**config.mk**
```make
export PLATFORM = sky130hd
export DESIGN_NAME = calculator
export DESIGN_NICKNAME = d
export VERILOG_FILES = /design/src/verilog/calcPkg.sv /design/src/verilog/arithUnit.sv /design/src/verilog/calculator.sv /design/src/verilog/decimalSplit.sv /design/src/verilog/operandDecode.sv /design/src/verilog/segmentDriver.sv /design/src/verilog/signedDivider.sv
export SDC_FILE = /design/constraint.sdc
export NUM_CORES = 1
export LEC_CHECK = 0
export BUFFER_PORTS_ARGS = -buffer_cell sky130_fd_sc_hd__buf_2
export CELL_PAD_IN_SITES_DETAIL_PLACEMENT = 0
export CELL_PAD_IN_SITES_GLOBAL_PLACEMENT = 2
export CORE_MARGIN = 2
export CORE_UTILIZATION = 43
export DETAILED_ROUTE_END_ITERATION = 16
export PLACE_DENSITY = 0.95
export RECOVER_POWER = 100
export SKIP_CTS_REPAIR_TIMING = 1
export SYNTH_ARGS = -nofsm -noshare
export SYNTH_HDL_FRONTEND = slang
export SYNTH_SLANG_ARGS = --single-unit
```
**constraint.sdc**
```tcl
create_clock -name clk -period 132.6 [get_ports clk]
set_input_delay 13.26 -clock clk [delete_from_list [all_inputs] [get_ports clk]]
set_output_delay 13.26 -clock clk [all_outputs]
set_load 0.005 [all_outputs]
```
**src/verilog/calcPkg.sv**
```systemverilog
`default_nettype none

package calcPkg;

	localparam int SwWidth = 18;
	localparam int MagWidth = 5;
	localparam int ValueWidth = 15;
	localparam int SegWidth = 7;

	// Division result is scaled to two decimal places
	localparam int DecScale = 100;
	localparam int FactLimit = 8;

	typedef logic [SwWidth-1:0] swWord;
	typedef logic signed [ValueWidth-1:0] calcValue;
	typedef logic [MagWidth-1:0] opMag;
	typedef logic [3:0] bcdDigit;

	// Active low, bit 0 is segment a
	typedef logic [SegWidth-1:0] segPattern;

	localparam segPattern SegBlank = 7'b1111111;
	localparam segPattern SegMinus = 7'b0111111;

	// Digits 0 to 9, gfedcba order
	localparam segPattern DigitSegs [10] = '{
		7'b1000000, 7'b1111001, 7'b0100100, 7'b0110000, 7'b0011001,
		7'b0010010, 7'b0000010, 7'b1011000, 7'b0000000, 7'b0010000
	};

	localparam calcValue FactTable [FactLimit] = '{
		15'd1, 15'd1, 15'd2, 15'd6, 15'd24, 15'd120, 15'd720, 15'd5040
	};

	typedef enum logic [3:0] {
		opNone   = 4'd0,
		opAdd    = 4'd1,
		opSub    = 4'd2,
		opMul    = 4'd3,
		opDiv    = 4'd4,
		opRem    = 4'd5,
		opFact   = 4'd6,
		opSquare = 4'd10
	} calcOp;

	typedef struct packed {
		calcValue a;
		calcValue b;
		opMag magA;
		opMag magB;
		calcOp op;
		logic enable;
	} operandPair;

	typedef struct packed {
		calcValue result;
		opMag magA;
		opMag magB;
	} resultWord;

	typedef struct packed {
		bcdDigit resHunds;
		bcdDigit resTens;
		bcdDigit resOnes;
		logic negative;
		bcdDigit bTens;
		bcdDigit bOnes;
		bcdDigit aTens;
		bcdDigit aOnes;
	} digitSet;

endpackage

`default_nettype wire

```
**src/verilog/arithUnit.sv**
```systemverilog
`timescale 1ns/100ps
`default_nettype none

module arithUnit (
	input  logic clk,
	input  logic rstN,
	input  calcPkg::operandPair operands,
	output calcPkg::resultWord result
);

	import calcPkg::*;

	calcValue sum;
	calcValue difference;
	calcValue product;
	calcValue square;
	calcValue factorial;
	calcValue scaledA;
	calcValue scaledQuotient;
	calcValue remainder;
	calcValue nextValue;

	assign sum = operands.a + operands.b;
	assign difference = operands.a - operands.b;

	// Products keep only the low ValueWidth bits
	assign product = operands.a * operands.b;
	assign square = operands.a * operands.a;

	assign scaledA = calcValue'(operands.a * DecScale);

	always_comb begin
		if (operands.magA >= opMag'(FactLimit)) begin
			factorial = '0;
		end else begin
			factorial = FactTable[operands.magA[$clog2(FactLimit)-1:0]];
		end
	end

	signedDivider scaledDiv (
		.dividend (scaledA),
		.divisor  (operands.b),
		.quotient (scaledQuotient),
		.remainder()
	);

	signedDivider remDiv (
		.dividend (operands.a),
		.divisor  (operands.b),
		.quotient (),
		.remainder(remainder)
	);

	always_comb begin
		case (operands.op)
			opNone:   nextValue = '0;
			opAdd:    nextValue = sum;
			opSub:    nextValue = difference;
			opMul:    nextValue = product;
			opDiv:    nextValue = scaledQuotient;
			opRem:    nextValue = remainder;
			opFact:   nextValue = factorial;
			opSquare: nextValue = square;
			// Unused codes
			default:  nextValue = '0;
		endcase
		if (!operands.enable) begin
			nextValue = '0;
		end
	end

	always_ff @(posedge clk) begin
		if (!rstN) begin
			result <= '0;
		end else begin
			result.result <= nextValue;
			result.magA <= operands.magA;
			result.magB <= operands.magB;
		end
	end

endmodule

`default_nettype wire

```
**src/verilog/calculator.sv**
```systemverilog
`timescale 1ns/100ps
`default_nettype none

module calculator (
	input  logic clk,
	input  logic rstN,
	input  calcPkg::swWord sw,
	output calcPkg::segPattern hex0,
	output calcPkg::segPattern hex1,
	output calcPkg::segPattern hex2,
	output calcPkg::segPattern hex3,
	output calcPkg::segPattern hex4,
	output calcPkg::segPattern hex5,
	output calcPkg::segPattern hex6,
	output calcPkg::segPattern hex7
);

	import calcPkg::*;

	operandPair operands;
	resultWord result;
	digitSet digits;

	operandDecode decodeStage (
		.clk     (clk),
		.rstN    (rstN),
		.sw      (sw),
		.operands(operands)
	);

	arithUnit arithStage (
		.clk     (clk),
		.rstN    (rstN),
		.operands(operands),
		.result  (result)
	);

	decimalSplit splitStage (
		.clk   (clk),
		.rstN  (rstN),
		.result(result),
		.digits(digits)
	);

	segmentDriver driveStage (
		.clk   (clk),
		.rstN  (rstN),
		.digits(digits),
		.hex0  (hex0),
		.hex1  (hex1),
		.hex2  (hex2),
		.hex3  (hex3),
		.hex4  (hex4),
		.hex5  (hex5),
		.hex6  (hex6),
		.hex7  (hex7)
	);

endmodule

`default_nettype wire

```
**src/verilog/decimalSplit.sv**
```systemverilog
`timescale 1ns/100ps
`default_nettype none

module decimalSplit (
	input  logic clk,
	input  logic rstN,
	input  calcPkg::resultWord result,
	output calcPkg::digitSet digits
);

	import calcPkg::*;

	logic [ValueWidth-1:0] magnitude;
	logic [9:0] reduced;
	logic negative;

	assign negative = result.result[ValueWidth-1];
	assign magnitude = negative ? -result.result : result.result;

	// Only three result digits on the board
	assign reduced = 10'(magnitude % 1000);

	always_ff @(posedge clk) begin
		if (!rstN) begin
			digits <= '0;
		end else begin
			digits.resHunds <= bcdDigit'(reduced / 100);
			digits.resTens <= bcdDigit'((reduced / 10) % 10);
			digits.resOnes <= bcdDigit'(reduced % 10);
			digits.negative <= negative;
			digits.bTens <= bcdDigit'(result.magB / 10);
			digits.bOnes <= bcdDigit'(result.magB % 10);
			digits.aTens <= bcdDigit'(result.magA / 10);
			digits.aOnes <= bcdDigit'(result.magA % 10);
		end
	end

endmodule

`default_nettype wire

```
**src/verilog/operandDecode.sv**
```systemverilog
`timescale 1ns/100ps
`default_nettype none

module operandDecode (
	input  logic clk,
	input  logic rstN,
	input  calcPkg::swWord sw,
	output calcPkg::operandPair operands
);

	import calcPkg::*;

	opMag magA;
	opMag magB;
	logic signA;
	logic signB;

	// Sign-magnitude to two's complement, minus zero folds to 0
	function automatic calcValue toSigned(input logic negative, input opMag mag);
		calcValue extended;
		extended = calcValue'(mag);
		return negative ? -extended : extended;
	endfunction

	assign magA = sw[4:0];
	assign signA = sw[5];
	assign magB = sw[10:6];
	assign signB = sw[11];

	always_ff @(posedge clk) begin
		if (!rstN) begin
			operands <= '0;
		end else begin
			operands.a <= toSigned(signA, magA);
			operands.b <= toSigned(signB, magB);
			operands.magA <= magA;
			operands.magB <= magB;
			operands.op <= calcOp'(sw[15:12]);
			operands.enable <= sw[17];
		end
	end

endmodule

`default_nettype wire

```
**src/verilog/segmentDriver.sv**
```systemverilog
`timescale 1ns/100ps
`default_nettype none

module segmentDriver (
	input  logic clk,
	input  logic rstN,
	input  calcPkg::digitSet digits,
	output calcPkg::segPattern hex0,
	output calcPkg::segPattern hex1,
	output calcPkg::segPattern hex2,
	output calcPkg::segPattern hex3,
	output calcPkg::segPattern hex4,
	output calcPkg::segPattern hex5,
	output calcPkg::segPattern hex6,
	output calcPkg::segPattern hex7
);

	import calcPkg::*;

	logic [2:0] validPipe;

	// Codes above 9 stay dark
	function automatic segPattern encodeDigit(input bcdDigit code);
		return (code <= 4'd9) ? DigitSegs[code] : SegBlank;
	endfunction

	// Upstream stages hold reset zeros for three edges after release
	always_ff @(posedge clk) begin
		if (!rstN) begin
			validPipe <= '0;
		end else begin
			validPipe <= {validPipe[1:0], 1'b1};
		end
	end

	always_ff @(posedge clk) begin
		if (!rstN || !validPipe[2]) begin
			hex0 <= SegBlank;
			hex1 <= SegBlank;
			hex2 <= SegBlank;
			hex3 <= SegBlank;
			hex4 <= SegBlank;
			hex5 <= SegBlank;
			hex6 <= SegBlank;
			hex7 <= SegBlank;
		end else begin
			hex0 <= encodeDigit(digits.resOnes);
			hex1 <= encodeDigit(digits.resTens);
			hex2 <= encodeDigit(digits.resHunds);
			hex3 <= digits.negative ? SegMinus : SegBlank;
			hex4 <= encodeDigit(digits.bOnes);
			hex5 <= encodeDigit(digits.bTens);
			hex6 <= encodeDigit(digits.aOnes);
			hex7 <= encodeDigit(digits.aTens);
		end
	end

endmodule

`default_nettype wire

```
**src/verilog/signedDivider.sv**
```systemverilog
`timescale 1ns/100ps
`default_nettype none

module signedDivider (
	input  calcPkg::calcValue dividend,
	input  calcPkg::calcValue divisor,
	output calcPkg::calcValue quotient,
	output calcPkg::calcValue remainder
);

	import calcPkg::*;

	logic [ValueWidth-1:0] absDividend;
	logic [ValueWidth-1:0] absDivisor;
	logic [ValueWidth:0] remWork;
	logic [ValueWidth-1:0] quoWork;
	logic negQuot;
	logic negRem;

	assign absDividend = dividend[ValueWidth-1] ? -dividend : dividend;
	assign absDivisor = divisor[ValueWidth-1] ? -divisor : divisor;
	assign negQuot = dividend[ValueWidth-1] ^ divisor[ValueWidth-1];
	assign negRem = dividend[ValueWidth-1];

	// Restoring division, one quotient bit per step from the top
	always_comb begin
		remWork = '0;
		quoWork = '0;
		for (int i = ValueWidth - 1; i >= 0; i--) begin
			remWork = {remWork[ValueWidth-1:0], absDividend[i]};
			if (remWork >= {1'b0, absDivisor}) begin
				remWork = remWork - {1'b0, absDivisor};
				quoWork[i] = 1'b1;
			end
		end
	end

	always_comb begin
		if (absDivisor == '0) begin
			quotient = '0;
			remainder = '0;
		end else begin
			// Truncate toward zero, remainder follows the dividend
			quotient = negQuot ? -calcValue'(quoWork) : calcValue'(quoWork);
			remainder = negRem ? -calcValue'(remWork[ValueWidth-1:0])
				: calcValue'(remWork[ValueWidth-1:0]);
		end
	end

endmodule

`default_nettype wire
```
# Yosys cells after proc, flatten, opt, wreduce, memory -nomap -nowiden
# Memories as Yosys holds them, arrays and structs flattened. A register that Yosys moved wholly into a read port is not among the register bits.
# Cells that the tools add are included.
[totals]
regBits = 109
latch_bits = 0
ram_bits = 0
romBits = 904
inputBits = 20
output_inout_bits = 56
word_cells = 217
n_memories = 8
[classes]
n_addsub = 39
multipliers = 3
div = 9
order_cmp = 39
n_eq_ne = 7
shift = 0
n_mux = 60
n_bitwise = 16
n_reduce_logical = 14
[memory_table]
columns = ["memory", "depth", "word_bits", "rd", "rd_ports_with_merged_regs", "wr", "line_no", "text"]
rows = [
  ["(name not given)", 8, 15, 1, 0, 0, "arithUnit.sv:36", "factorial = FactTable[operands.magA[$clog2(FactLimit)-1:0]];"],
  ["(name not given)", 16, 7, 1, 1, 0, "segmentDriver.sv:24", "return (code <= 4'd9) ? DigitSegs[code] : SegBlank;"],
  ["(name not given)", 16, 7, 1, 1, 0, "segmentDriver.sv:24", ""],
  ["(name not given)", 16, 7, 1, 1, 0, "segmentDriver.sv:24", ""],
  ["(name not given)", 16, 7, 1, 1, 0, "segmentDriver.sv:24", ""],
  ["(name not given)", 16, 7, 1, 1, 0, "segmentDriver.sv:24", ""],
  ["2 more memories", "--", "--", "--", "--", "--", "--", ""],
]
[op_table]
columns = ["cell", "count"]
rows = [
  ["15-bit two-way mux", 40],
  ["16-bit by 15-bit >= comparator with 1-bit output", 28],
  ["15-bit subtractor", 28],
  ["15-bit case mux with 7 select lines", 1],
  ["15-bit negator", 6],
  ["5-bit by 4-bit divider with 32-bit output (second input constant)", 2],
  ["5-bit by 4-bit remainder unit with 32-bit output (second input constant)", 2],
  ["4-bit inverter with 5-bit output", 7],
  ["10-bit by 4-bit divider with 32-bit output (second input constant)", 1],
  ["10-bit by 7-bit divider with 32-bit output (second input constant)", 1],
  ["10-bit by 4-bit remainder unit with 32-bit output (second input constant)", 1],
  ["15-bit by 10-bit remainder unit with 32-bit output (second input constant)", 1],
  ["32-bit by 4-bit remainder unit with 32-bit output (second input constant)", 1],
  ["1-bit by 15-bit >= comparator with 1-bit output", 2],
  ["15-bit by 15-bit multiplier with 15-bit output", 2],
  ["5-bit negator with 15-bit output", 2],
  ["1-bit by 15-bit subtractor with 15-bit output", 2],
  ["4-bit <= comparator (second input constant)", 7],
  ["1-bit two-way mux", 16],
  ["15-bit adder", 1],
  ["15-bit logical NOT", 1],
  ["15-bit by 6-bit multiplier with 13-bit output (second input constant)", 1],
  ["2-bit OR reduction", 7],
  ["4-bit by 3-bit == test with 1-bit output (second input constant)", 3],
  ["other kinds (13)", 24],
]

# Depth between registers and ports, before layout
# Gate-level depths: netlist of run 1.
[logic_depth]
depth_word = 37
mapped_depth = 269
ltp_nobuf = 249

# Modules after synthesis
# Synthesis of run 1 repeated with hierarchy kept, for this count alone.
[unflattened]
hier_cells = 6265
hier_area_um2 = 47006.3
[modules_own_cells]
columns = ["module", "n_inst", "cells_each", "area_each_um2"]
rows = [
  ["signedDivider (arithStage.remDiv)", 1, 2067, 14602.8],
  ["signedDivider (arithStage.scaledDiv)", 1, 2046, 14461.4],
  ["arithUnit", 1, 1070, 9018.6],
  ["decimalSplit", 1, 728, 5296.3],
  ["segmentDriver", 1, 246, 2473.6],
  ["operandDecode", 1, 108, 1153.6],
]

# Worst setup path before layout of run 1
# No wires, ideal clock.
[synth_path]
path_kind = "register to register"
from = "register decodeStage.operands[33] (netlist name)"
to = "register arithStage.result[21] (netlist name)"
arrival_time_ns = 50.339
path_slack_ns = 82.133
path_stages_with_launch = 259
path_buffers = 22
cell_sequence = "dfxtp_1 > clkbuf_1 > inv_1 > ha_1 > inv_1 > fa_1 > inv_1 > ha_1 > ha_1 > a21o_1 > a21oi_1 > o21bai_1 > a21oi_1 > o21bai_1 > a21oi_1 > xnor2_1 > or4b_2 > ha_1 > (+223 left out) > a21oi_1 > nand2_1 > a221o_1 > or2_2 > clkbuf_1 > clkbuf_1 > nor2_1 > a21oi_1 > ha_1 > and4_1 > a2111oi_0 > a31oi_1 > or4b_1 > or2_2 > o21ai_0 > xor2_1 > a221oi_1 > nor2_1"
[synth_between]
elab_chain_len = 37
elab_cells_between_ends = 117
cone_classes = "add/sub (35); mul (3); order compare (30); mux (48); bitwise (1)"
[synth_lines]
columns = ["item", "line_no", "text"]
rows = [
  ["15-bit by 6-bit multiplier with 13-bit output", "arithUnit.sv:30", "assign scaledA = calcValue'(operands.a * DecScale);"],
  ["15-bit negator", "signedDivider.sv:20", "assign absDividend = dividend[ValueWidth-1] ? -dividend : dividend;"],
  ["15-bit two-way mux", "signedDivider.sv:20", ""],
  ["1-bit by 15-bit subtractor with 15-bit output / 1-bit by 15-bit >= comparator with 1-bit output (equally long branches)", "signedDivider.sv:32, signedDivider.sv:31", ""],
  ["15-bit two-way mux", "signedDivider.sv:31", "if (remWork >= {1'b0, absDivisor}) begin"],
  ["15-bit subtractor / 16-bit by 15-bit >= comparator with 1-bit output (equally long branches)", "signedDivider.sv:32, signedDivider.sv:31", ""],
  ["15-bit two-way mux", "signedDivider.sv:31", ""],
  ["15-bit subtractor / 16-bit by 15-bit >= comparator with 1-bit output (equally long branches)", "signedDivider.sv:32, signedDivider.sv:31", ""],
  ["(+21 left out)", "--", ""],
  ["15-bit subtractor / 16-bit by 15-bit >= comparator with 1-bit output (equally long branches)", "signedDivider.sv:32, signedDivider.sv:31", ""],
  ["15-bit two-way mux", "signedDivider.sv:31", ""],
  ["16-bit by 15-bit >= comparator with 1-bit output", "signedDivider.sv:31", ""],
  ["1-bit two-way mux", "signedDivider.sv:31", ""],
  ["15-bit negator", "signedDivider.sv:44", "quotient = negQuot ? -calcValue'(quoWork) : calcValue'(quoWork);"],
  ["15-bit two-way mux", "signedDivider.sv:44", ""],
  ["15-bit two-way mux", "signedDivider.sv:39", "if (absDivisor == '0) begin"],
  ["15-bit case mux with 7 select lines (*)", "arithUnit.sv:55", "case (operands.op)"],
]
# Every way passes the cells marked *; elsewhere a longest branch is shown, timed or not.
# A chain may end at the register's enable or synchronous reset.

# Worst setup path in the final report of run 1
[layout_path]
from = "register decodeStage.operands[31] (netlist name)"
to = "register arithStage.result[24] (netlist name)"
[layout_between]
elab_chain_len = 37
elab_cells_between_ends = 120
cone_classes = "add/sub (35); mul (3); order compare (30); mux (51); bitwise (1)"
[layout_lines]
columns = ["item", "line_no"]
rows = [
  ["15-bit by 6-bit multiplier with 13-bit output", "arithUnit.sv:30"],
  ["15-bit negator", "signedDivider.sv:20"],
  ["15-bit two-way mux", "signedDivider.sv:20"],
  ["1-bit by 15-bit subtractor with 15-bit output / 1-bit by 15-bit >= comparator with 1-bit output (equally long branches)", "signedDivider.sv:32, signedDivider.sv:31"],
  ["15-bit two-way mux", "signedDivider.sv:31"],
  ["15-bit subtractor / 16-bit by 15-bit >= comparator with 1-bit output (equally long branches)", "signedDivider.sv:32, signedDivider.sv:31"],
  ["15-bit two-way mux", "signedDivider.sv:31"],
  ["15-bit subtractor / 16-bit by 15-bit >= comparator with 1-bit output (equally long branches)", "signedDivider.sv:32, signedDivider.sv:31"],
  ["(+21 left out)", "--"],
  ["15-bit subtractor / 16-bit by 15-bit >= comparator with 1-bit output (equally long branches)", "signedDivider.sv:32, signedDivider.sv:31"],
  ["15-bit two-way mux", "signedDivider.sv:31"],
  ["16-bit by 15-bit >= comparator with 1-bit output", "signedDivider.sv:31"],
  ["1-bit two-way mux", "signedDivider.sv:31"],
  ["15-bit negator", "signedDivider.sv:44"],
  ["15-bit two-way mux", "signedDivider.sv:44"],
  ["15-bit two-way mux", "signedDivider.sv:39"],
  ["15-bit case mux with 7 select lines (*)", "arithUnit.sv:55"],
]
# Marked as above.

==> results of run 1 <==
[per-stage QoR]
stage / utilization / worst slack (ns) / instance area, µm² / std cells
2_1_floorplan: - / 82.13 / 38800 / 5093
3_3_place_gp: 0.452 / 76.28 / 40600 / 6250
3_5_place_dp: 0.452 / 76.28 / 40600 / 6250
4_1_cts: 0.459 / 76.08 / 41200 / 6282
5_1_grt: 0.458 / 64.31 / 41100 / 6282
6_report: 0.458 / 69.98 / 41100 / 6283
[how the worst max path moves through the flow]
stage	startpoint	end	slack, ns	depth (start not counted)
after floorplan	decodeStage.operands[33]	arithStage.result[21]	82.13	258
after detailed placement	decodeStage.operands[31]	arithStage.result[23]	76.28	246
final	decodeStage.operands[31]	arithStage.result[24]	69.98	249
after global routing	decodeStage.operands[31]	arithStage.result[24]	64.31	249
after CTS	decodeStage.operands[31]	arithStage.result[23]	76.08	246
after global placement	decodeStage.operands[31]	arithStage.result[23]	76.28	246
[metal layers]
layer / GRT usage / vias to the layer above / wire, µm
li1: - / 18200 / -
met1: 0.335 / 17000 / 54800
met2: 0.417 / 736 / 53600
met3: 0.0143 / 118 / 4330
met4: 0.0406 / 0 / 2030
met5: 0 / - / 0
[logic make-up after synthesis]
logic type | after synthesis
flip-flops | 131
adder cells (fa/ha/maj) | 782
AO/OA/AOI/OAI | 1410
other | 1
AND/OR/NAND/NOR | 1435
buffers and inverters | 641
XOR/XNOR | 456
multiplexers | 232
[Yosys cell counts, types with 12 or more instances]
cell type | number | area [µm²]
sky130_fd_sc_hd__ha_1 | 626 | 7830
sky130_fd_sc_hd__inv_1 | 486 | 1820
sky130_fd_sc_hd__nor2_1 | 425 | 1600
sky130_fd_sc_hd__a21oi_1 | 383 | 1920
sky130_fd_sc_hd__nand2_1 | 331 | 1240
sky130_fd_sc_hd__xnor2_1 | 330 | 2890
sky130_fd_sc_hd__o21ai_0 | 323 | 1620
sky130_fd_sc_hd__mux2_2 | 166 | 1870
sky130_fd_sc_hd__fa_1 | 151 | 3020
sky130_fd_sc_hd__a21o_1 | 145 | 1090
sky130_fd_sc_hd__dfxtp_1 | 131 | 2620
sky130_fd_sc_hd__xor2_1 | 125 | 1090
sky130_fd_sc_hd__and2_1 | 112 | 701
sky130_fd_sc_hd__clkbuf_1 | 98 | 368
sky130_fd_sc_hd__nand4_1 | 96 | 601
sky130_fd_sc_hd__o21bai_1 | 95 | 713
sky130_fd_sc_hd__nand3_1 | 69 | 345
sky130_fd_sc_hd__nand2b_1 | 67 | 419
sky130_fd_sc_hd__nor2b_1 | 67 | 419
sky130_fd_sc_hd__mux2i_1 | 66 | 661
sky130_fd_sc_hd__nor3_1 | 63 | 315
sky130_fd_sc_hd__a21boi_0 | 56 | 420
sky130_fd_sc_hd__and3_1 | 42 | 263
sky130_fd_sc_hd__a31oi_1 | 41 | 257
sky130_fd_sc_hd__nor4_1 | 40 | 250
sky130_fd_sc_hd__o31ai_1 | 38 | 285
sky130_fd_sc_hd__a211oi_1 | 36 | 270
sky130_fd_sc_hd__o21a_1 | 30 | 225
sky130_fd_sc_hd__o211ai_1 | 29 | 218
sky130_fd_sc_hd__or3_1 | 26 | 163
sky130_fd_sc_hd__a221oi_1 | 21 | 184
sky130_fd_sc_hd__or2_2 | 19 | 119
sky130_fd_sc_hd__o22ai_1 | 16 | 100
sky130_fd_sc_hd__a22oi_1 | 15 | 113
sky130_fd_sc_hd__buf_1 | 15 | 56.3
sky130_fd_sc_hd__buf_2 | 15 | 75.1
sky130_fd_sc_hd__a221o_1 | 13 | 130
sky130_fd_sc_hd__a41oi_1 | 12 | 105
sky130_fd_sc_hd__buf_4 | 12 | 90.1
sky130_fd_sc_hd__nor3b_1 | 12 | 90.1
[area by class of cell]
| cell class | instances | area share |
|---|---|---|
| Multi-Input combinational cell | 4321 | 0.824 |
| Inverter | 497 | 0.0456 |
| Antenna cell | 1 | 0.0000609 |
| Sequential cell | 131 | 0.0639 |
| Clock inverter | 15 | 0.00329 |
| Timing Repair Buffer | 125 | 0.0175 |
| Clock buffer | 17 | 0.0104 |
| Tap cell | 1176 | 0.0358 |
[state kept, by name, indices dropped and copies added, names as in the netlist, 3 cells and up]
signal and flops:
driveStage.hex5 6, decodeStage.operands 31, driveStage.hex0 7, arithStage.result 25, driveStage.hex1 7, splitStage.digits 25
driveStage.hex4 7, driveStage.hex6 7, driveStage.hex2 7, driveStage.hex7 5, driveStage.validPipe 3
==> reports/results.md, run 1 <==
- **result of the run** finished with violations
- **violated checks** max-capacitance violations, max-slew violations
- **cell row count** 110
- **max-cap violation count** 2
- **hold path endpoint** driveStage.hex3[6]
- **Post-Synth Adder-Cell Area** 0.281
- **total gr overflow** 0
- **maximum number of pins on one net before global-route repair** 39
- **# IOs** 76
- **share of synthesized area occupied by flip-flops and latches** 0.0676
- **Die X** 304 µm
- **startpoint of the worst-slack reg-to-reg timing path** decodeStage.operands[31]
- **Unique masters post-synth** 116
- **DRC violations left** 0
- **number of pins with negative max-slew slack in the final report** 47
- **TritonCTS buffer count** 17
- **crit-path most repeated cell** sky130_fd_sc_hd__a21oi_1
- **area of the die** 92700 µm²
- **origin of the worst min-delay path** splitStage.digits[16]
- **dominant combinational cell family by area after synthesis** adder cells
- **vias in the first global route** 34400
- **maximum root-to-sink buffer count** 2
- **register bit total from synthesis** 131
- **slew at the pin closest to its max-slew limit** 1.91 ns
- **Synthesis Warnings** 0
- **most frequent standard cell in the layout excluding fill and tap cells** sky130_fd_sc_hd__ha_1
- **endpoint of the most critical register-to-register path** arithStage.result[24]
- **sum of net half-perimeters after detailed placement** 90700 µm
- **CP max FO** 30
- **multiplexer share of the synthesized area** 0.0652
- **largest delay contributor family on the critical path** compound AO/OA/AOI/OAI gates
- **Tightest Hold Check Type** flop to flop
- **worst reg-to-reg setup slack** 69.98 ns
- **buffers and inverters on the worst path** 14
- **total routing resource utilization after global routing** 0.241
- **clock edge transition at the registers on the reported setup and hold paths** 0.06 ns
- **1st-pass router iterations** 6
- **final clock period utilization by the worst path** 0.472
- **TritonCTS clock tree** yes
- **Sequential cell area** 2630 µm²
- **Fmax** 0.0160 GHz
- **fill cell instance count of the final layout** 9100
- **routed length per instance** 18.3 µm
- **worst clock skew** 0.00910 ns
- **global-route wire length before repair** 185000 µm
- **post-synth design cell area** 38800 µm²
- **clock network latency to the later pin of the worst-skew pair** 0.41 ns
- **area growth from synthesis to layout** 5.81%
- **number of synthesized flops with an enable pin** 0
- **worst hold path depth** 1
- **final critical-path required period** 62.62 ns
- **initial antenna violation count** 0
- **initial cell density of the core** 0.433
- **vias** 36000
- **commonest cells after routing, fill and taps aside** 626 x sky130_fd_sc_hd__ha_1, 483 x sky130_fd_sc_hd__inv_1, 425 x sky130_fd_sc_hd__nor2_1
- **Slowest cell on crit path** sky130_fd_sc_hd__a221oi_1
- **relative slew slack** -0.274
- **Worst Setup Path Type** flop to flop
- **area occupied by multi-input gates** 33800 µm²
- **nature of the critical path startpoint** flop
- **xor-xnor portion of the synthesized cell area** 0.103
- **setup repair after global routing missed its margin** no
- **Worst R2R Path Depth** 249
- **via density per instance** 5.74
- **crit-path max cell delay** 1.53 ns
- **Clock Tree Root** sky130_fd_sc_hd__clkbuf_16
- **complex-gate fraction of the synthesized area** 0.236
- **endpoint arrival time on the critical path** 62.92 ns
- **gate count of the mapped netlist** 5088
- **mean cell area of the mapped netlist** 7.63 µm²
- **final weighted congestion in routability-driven placement** 0.886
- **Routed Antenna Nets** 0
- **Setup violations, final** 0
- **PortBufs** 68
- **crit end category** flop
- **WHS** 0.375 ns
- **simple-gate portion of the synthesized area** 0.183
- **accumulated negative setup slack** 0 ns
- **ratio of cells with drive above 1 in the final layout** 0.0754
- **required time of the critical path** 132.90 ns
- **overall routed net length** 115000 µm
- **H-tree levels** 4
- **Final Hold Violating Endpoints** 0
- **clk sinks** 131
- **initial DRC count** 2243
- **dominant register cell in the synthesized netlist** sky130_fd_sc_hd__dfxtp_1
- **Core ar.** 89700 µm²
- **final layout net count** 5890
- **Async SR Flop Fraction** 0
- **Die Height** 304 µm
Power of run 1 is not shown: default switching activity piles up to over one toggle a cycle in this logic, so the estimate is an artifact.
==> inputs of run 2 (changes only) <==
--- a/config.mk
+++ b/config.mk
@@ -9,9 +9,9 @@
 export CELL_PAD_IN_SITES_DETAIL_PLACEMENT = 0
 export CELL_PAD_IN_SITES_GLOBAL_PLACEMENT = 2
 export CORE_MARGIN = 2
-export CORE_UTILIZATION = 43
+export CORE_UTILIZATION = 36
 export DETAILED_ROUTE_END_ITERATION = 16
-export PLACE_DENSITY = 0.95
+export PLACE_DENSITY = 0.89
 export RECOVER_POWER = 100
 export SKIP_CTS_REPAIR_TIMING = 1
 export SYNTH_ARGS = -nofsm -noshare
==> constraint.sdc (replaced) <==
create_clock -name clk -period 51.2 [get_ports clk]
set_input_delay 5.12 -clock clk [delete_from_list [all_inputs] [get_ports clk]]
set_output_delay 5.12 -clock clk [all_outputs]
set_load 0.005 [all_outputs]
==> run 2 against run 1 <==
Effect of this change: the run now ends clean; maximum frequency rose by 31%; flip-flop and latch count did not move; wire length rose by 6.6%; cell count rose by 6.3%; clock-buffer cell count did not move; design area rose by 5.1%.
==> reports/results.md, run 2 (synthesized netlist as in run 1, its figures left out) <==
- **final critical-path required period** 47.83 ns, -14.79 ns
- **Routed Antenna Nets** 0, unchanged
- **Slowest cell on crit path** sky130_fd_sc_hd__or4b_2
- **initial antenna violation count** 1, +1
- **final clock period utilization by the worst path** 0.934, +0.462
- **Diodes inserted** 0, -1
- **crit end category** flop
- **biggest regs** decodeStage.operands x31, arithStage.result x25, splitStage.digits x25
- **Setup violations, final** 0, unchanged
- **slew at the pin closest to its max-slew limit** 1.33 ns, -0.584 ns
- **result of the run** finished, final reports clean
- **final core area utilization** 0.403, -0.0545
- **PortBufs** 68, unchanged
- **1st-pass router iterations** 6, unchanged
- **commonest cells after routing, fill and taps aside** 625 x sky130_fd_sc_hd__ha_1, 481 x sky130_fd_sc_hd__inv_1, 421 x sky130_fd_sc_hd__nor2_1
- **clock edge transition at the registers on the reported setup and hold paths** 0.06 ns, about the same
- **cell row count** 120, +9.1%
- **relative slew slack** 0.115, +0.389
- **H-tree levels** 4, unchanged
- **sum of net half-perimeters after detailed placement** 99000 µm, +9.2%
- **ratio of cells with drive above 1 in the final layout** 0.125, +0.0493
- **number of pins with negative max-slew slack in the final report** 0, -100%
- **Clock Tree Root** sky130_fd_sc_hd__clkbuf_16
- **final layout net count** 6059, +2.9%
- **final weighted congestion in routability-driven placement** 0.923, +4.2%
- **worst hold path depth** 1, unchanged
- **largest delay contributor family on the critical path** compound AO/OA/AOI/OAI gates
- **vias** 36900, +2.5%
- **initial cell density of the core** 0.363, -0.0700
- **cell area after layout** 43200 µm², +5.1%
- **Core ar.** 107000 µm², +19%
- **nature of the critical path startpoint** flop
- **max-cap violation count** 0, -2
- **area of the die** 110000 µm², +19%
- **maximum root-to-sink buffer count** 2, unchanged
- **area growth from synthesis to layout** 11.2%
- **Final Hold Violating Endpoints** 0, unchanged
- **origin of the worst min-delay path** splitStage.digits[16]
- **Fmax** 0.0209 GHz, +31%
- **hold path endpoint** driveStage.hex3[6]
- **WHS** 0.375 ns, +0.000141 ns
- **buffers and inverters on the worst path** 14, unchanged
- **required time of the critical path** 51.46 ns, -81.44 ns
- **fill cell instance count of the final layout** 11100, +22%
- **DRC violations left** 0, unchanged
- **startpoint of the worst-slack reg-to-reg timing path** decodeStage.operands[31]
- **TritonCTS buffer count** 17, unchanged
- **Worst Setup Path Type** flop to flop
- **Worst R2R Path Depth** 245, -1.6%
- **Die X** 332 µm, +9.2%
- **clk sinks** 131, unchanged
- **total gr overflow** 0, unchanged
- **endpoint of the most critical register-to-register path** arithStage.result[23]
- **crit-path max cell delay** 0.68 ns, -0.85 ns
- **maximum number of pins on one net before global-route repair** 43, +10%
- **most frequent standard cell in the layout excluding fill and tap cells** sky130_fd_sc_hd__ha_1
- **crit-path most repeated cell** sky130_fd_sc_hd__a21oi_1
- **vias in the first global route** 35300, +2.8%
- **endpoint arrival time on the critical path** 48.09 ns, -14.83 ns
- **clock network latency to the later pin of the worst-skew pair** 0.41 ns, about the same
- **routed length per instance** 18.3 µm, +0.32%
- **TritonCTS clock tree** yes
- **total routing resource utilization after global routing** 0.214, -0.0274
- **initial DRC count** 2396, +6.8%
- **worst clock skew** 0.00869 ns, -0.000414 ns
- **flip-flop count of the largest register, all copies and words added** 31, unchanged
- **overall routed net length** 122000 µm, +6.6%
- **via density per instance** 5.53, -3.6%
- **global-route wire length before repair** 193000 µm, +4.7%
- **Tightest Hold Check Type** flop to flop
- **largest register by flop count** decodeStage.operands
- **Die Height** 332 µm, +9.2%
- **# IOs** 76, unchanged
- **worst reg-to-reg setup slack** 3.37 ns, -66.61 ns
- **CP max FO** 18, -40%
- **total cell area at the placement stage** 42000 µm², +3.4%
[run 2: area by class of cell]
type / count / area, µm² / area share
multi-input cells: 4321 / 34300 / 0.795
clock inverters: 15 / 156 / 0.00362
repair buffers: 294 / 2020 / 0.0468
inverters: 497 / 1880 / 0.0435
flip-flops and latches: 131 / 2630 / 0.0608
well taps: 1403 / 1760 / 0.0407
clock buffers: 17 / 425 / 0.00986
[run 2: worst max path at each step]
stage,end,startpoint,slack (ns),depth (start not counted)
after global placement,arithStage.result[23],decodeStage.operands[16],0.99,248
after detailed placement,arithStage.result[23],decodeStage.operands[33],0.94,244
final,arithStage.result[23],decodeStage.operands[31],3.37,245
after floorplan,arithStage.result[21],decodeStage.operands[33],0.73,258
after CTS,arithStage.result[23],decodeStage.operands[33],0.64,245
after global routing,arithStage.result[23],decodeStage.operands[33],-0.24,246
[run 2: stage by stage]
stage	instances	TNS, ns	worst slack (ns)
floorplan	5093	0	0.733
global placement	6621	0	0.986
detailed placement	6621	0	0.942
CTS	6653	0	0.639
global route	6678	-1.09	-0.241
finish	6678	0	3.37
[run 2: layer usage]
layer / part of all wire / track usage / up-vias
met5: 0.00019 / 0 / -
met2: 0.45 / 0.362 / 802
met4: 0.022 / 0.0400 / 4
li1: - / - / 18500
met1: 0.48 / 0.300 / 17500
met3: 0.041 / 0.0141 / 121
Power of run 2 is left out for the same reason.
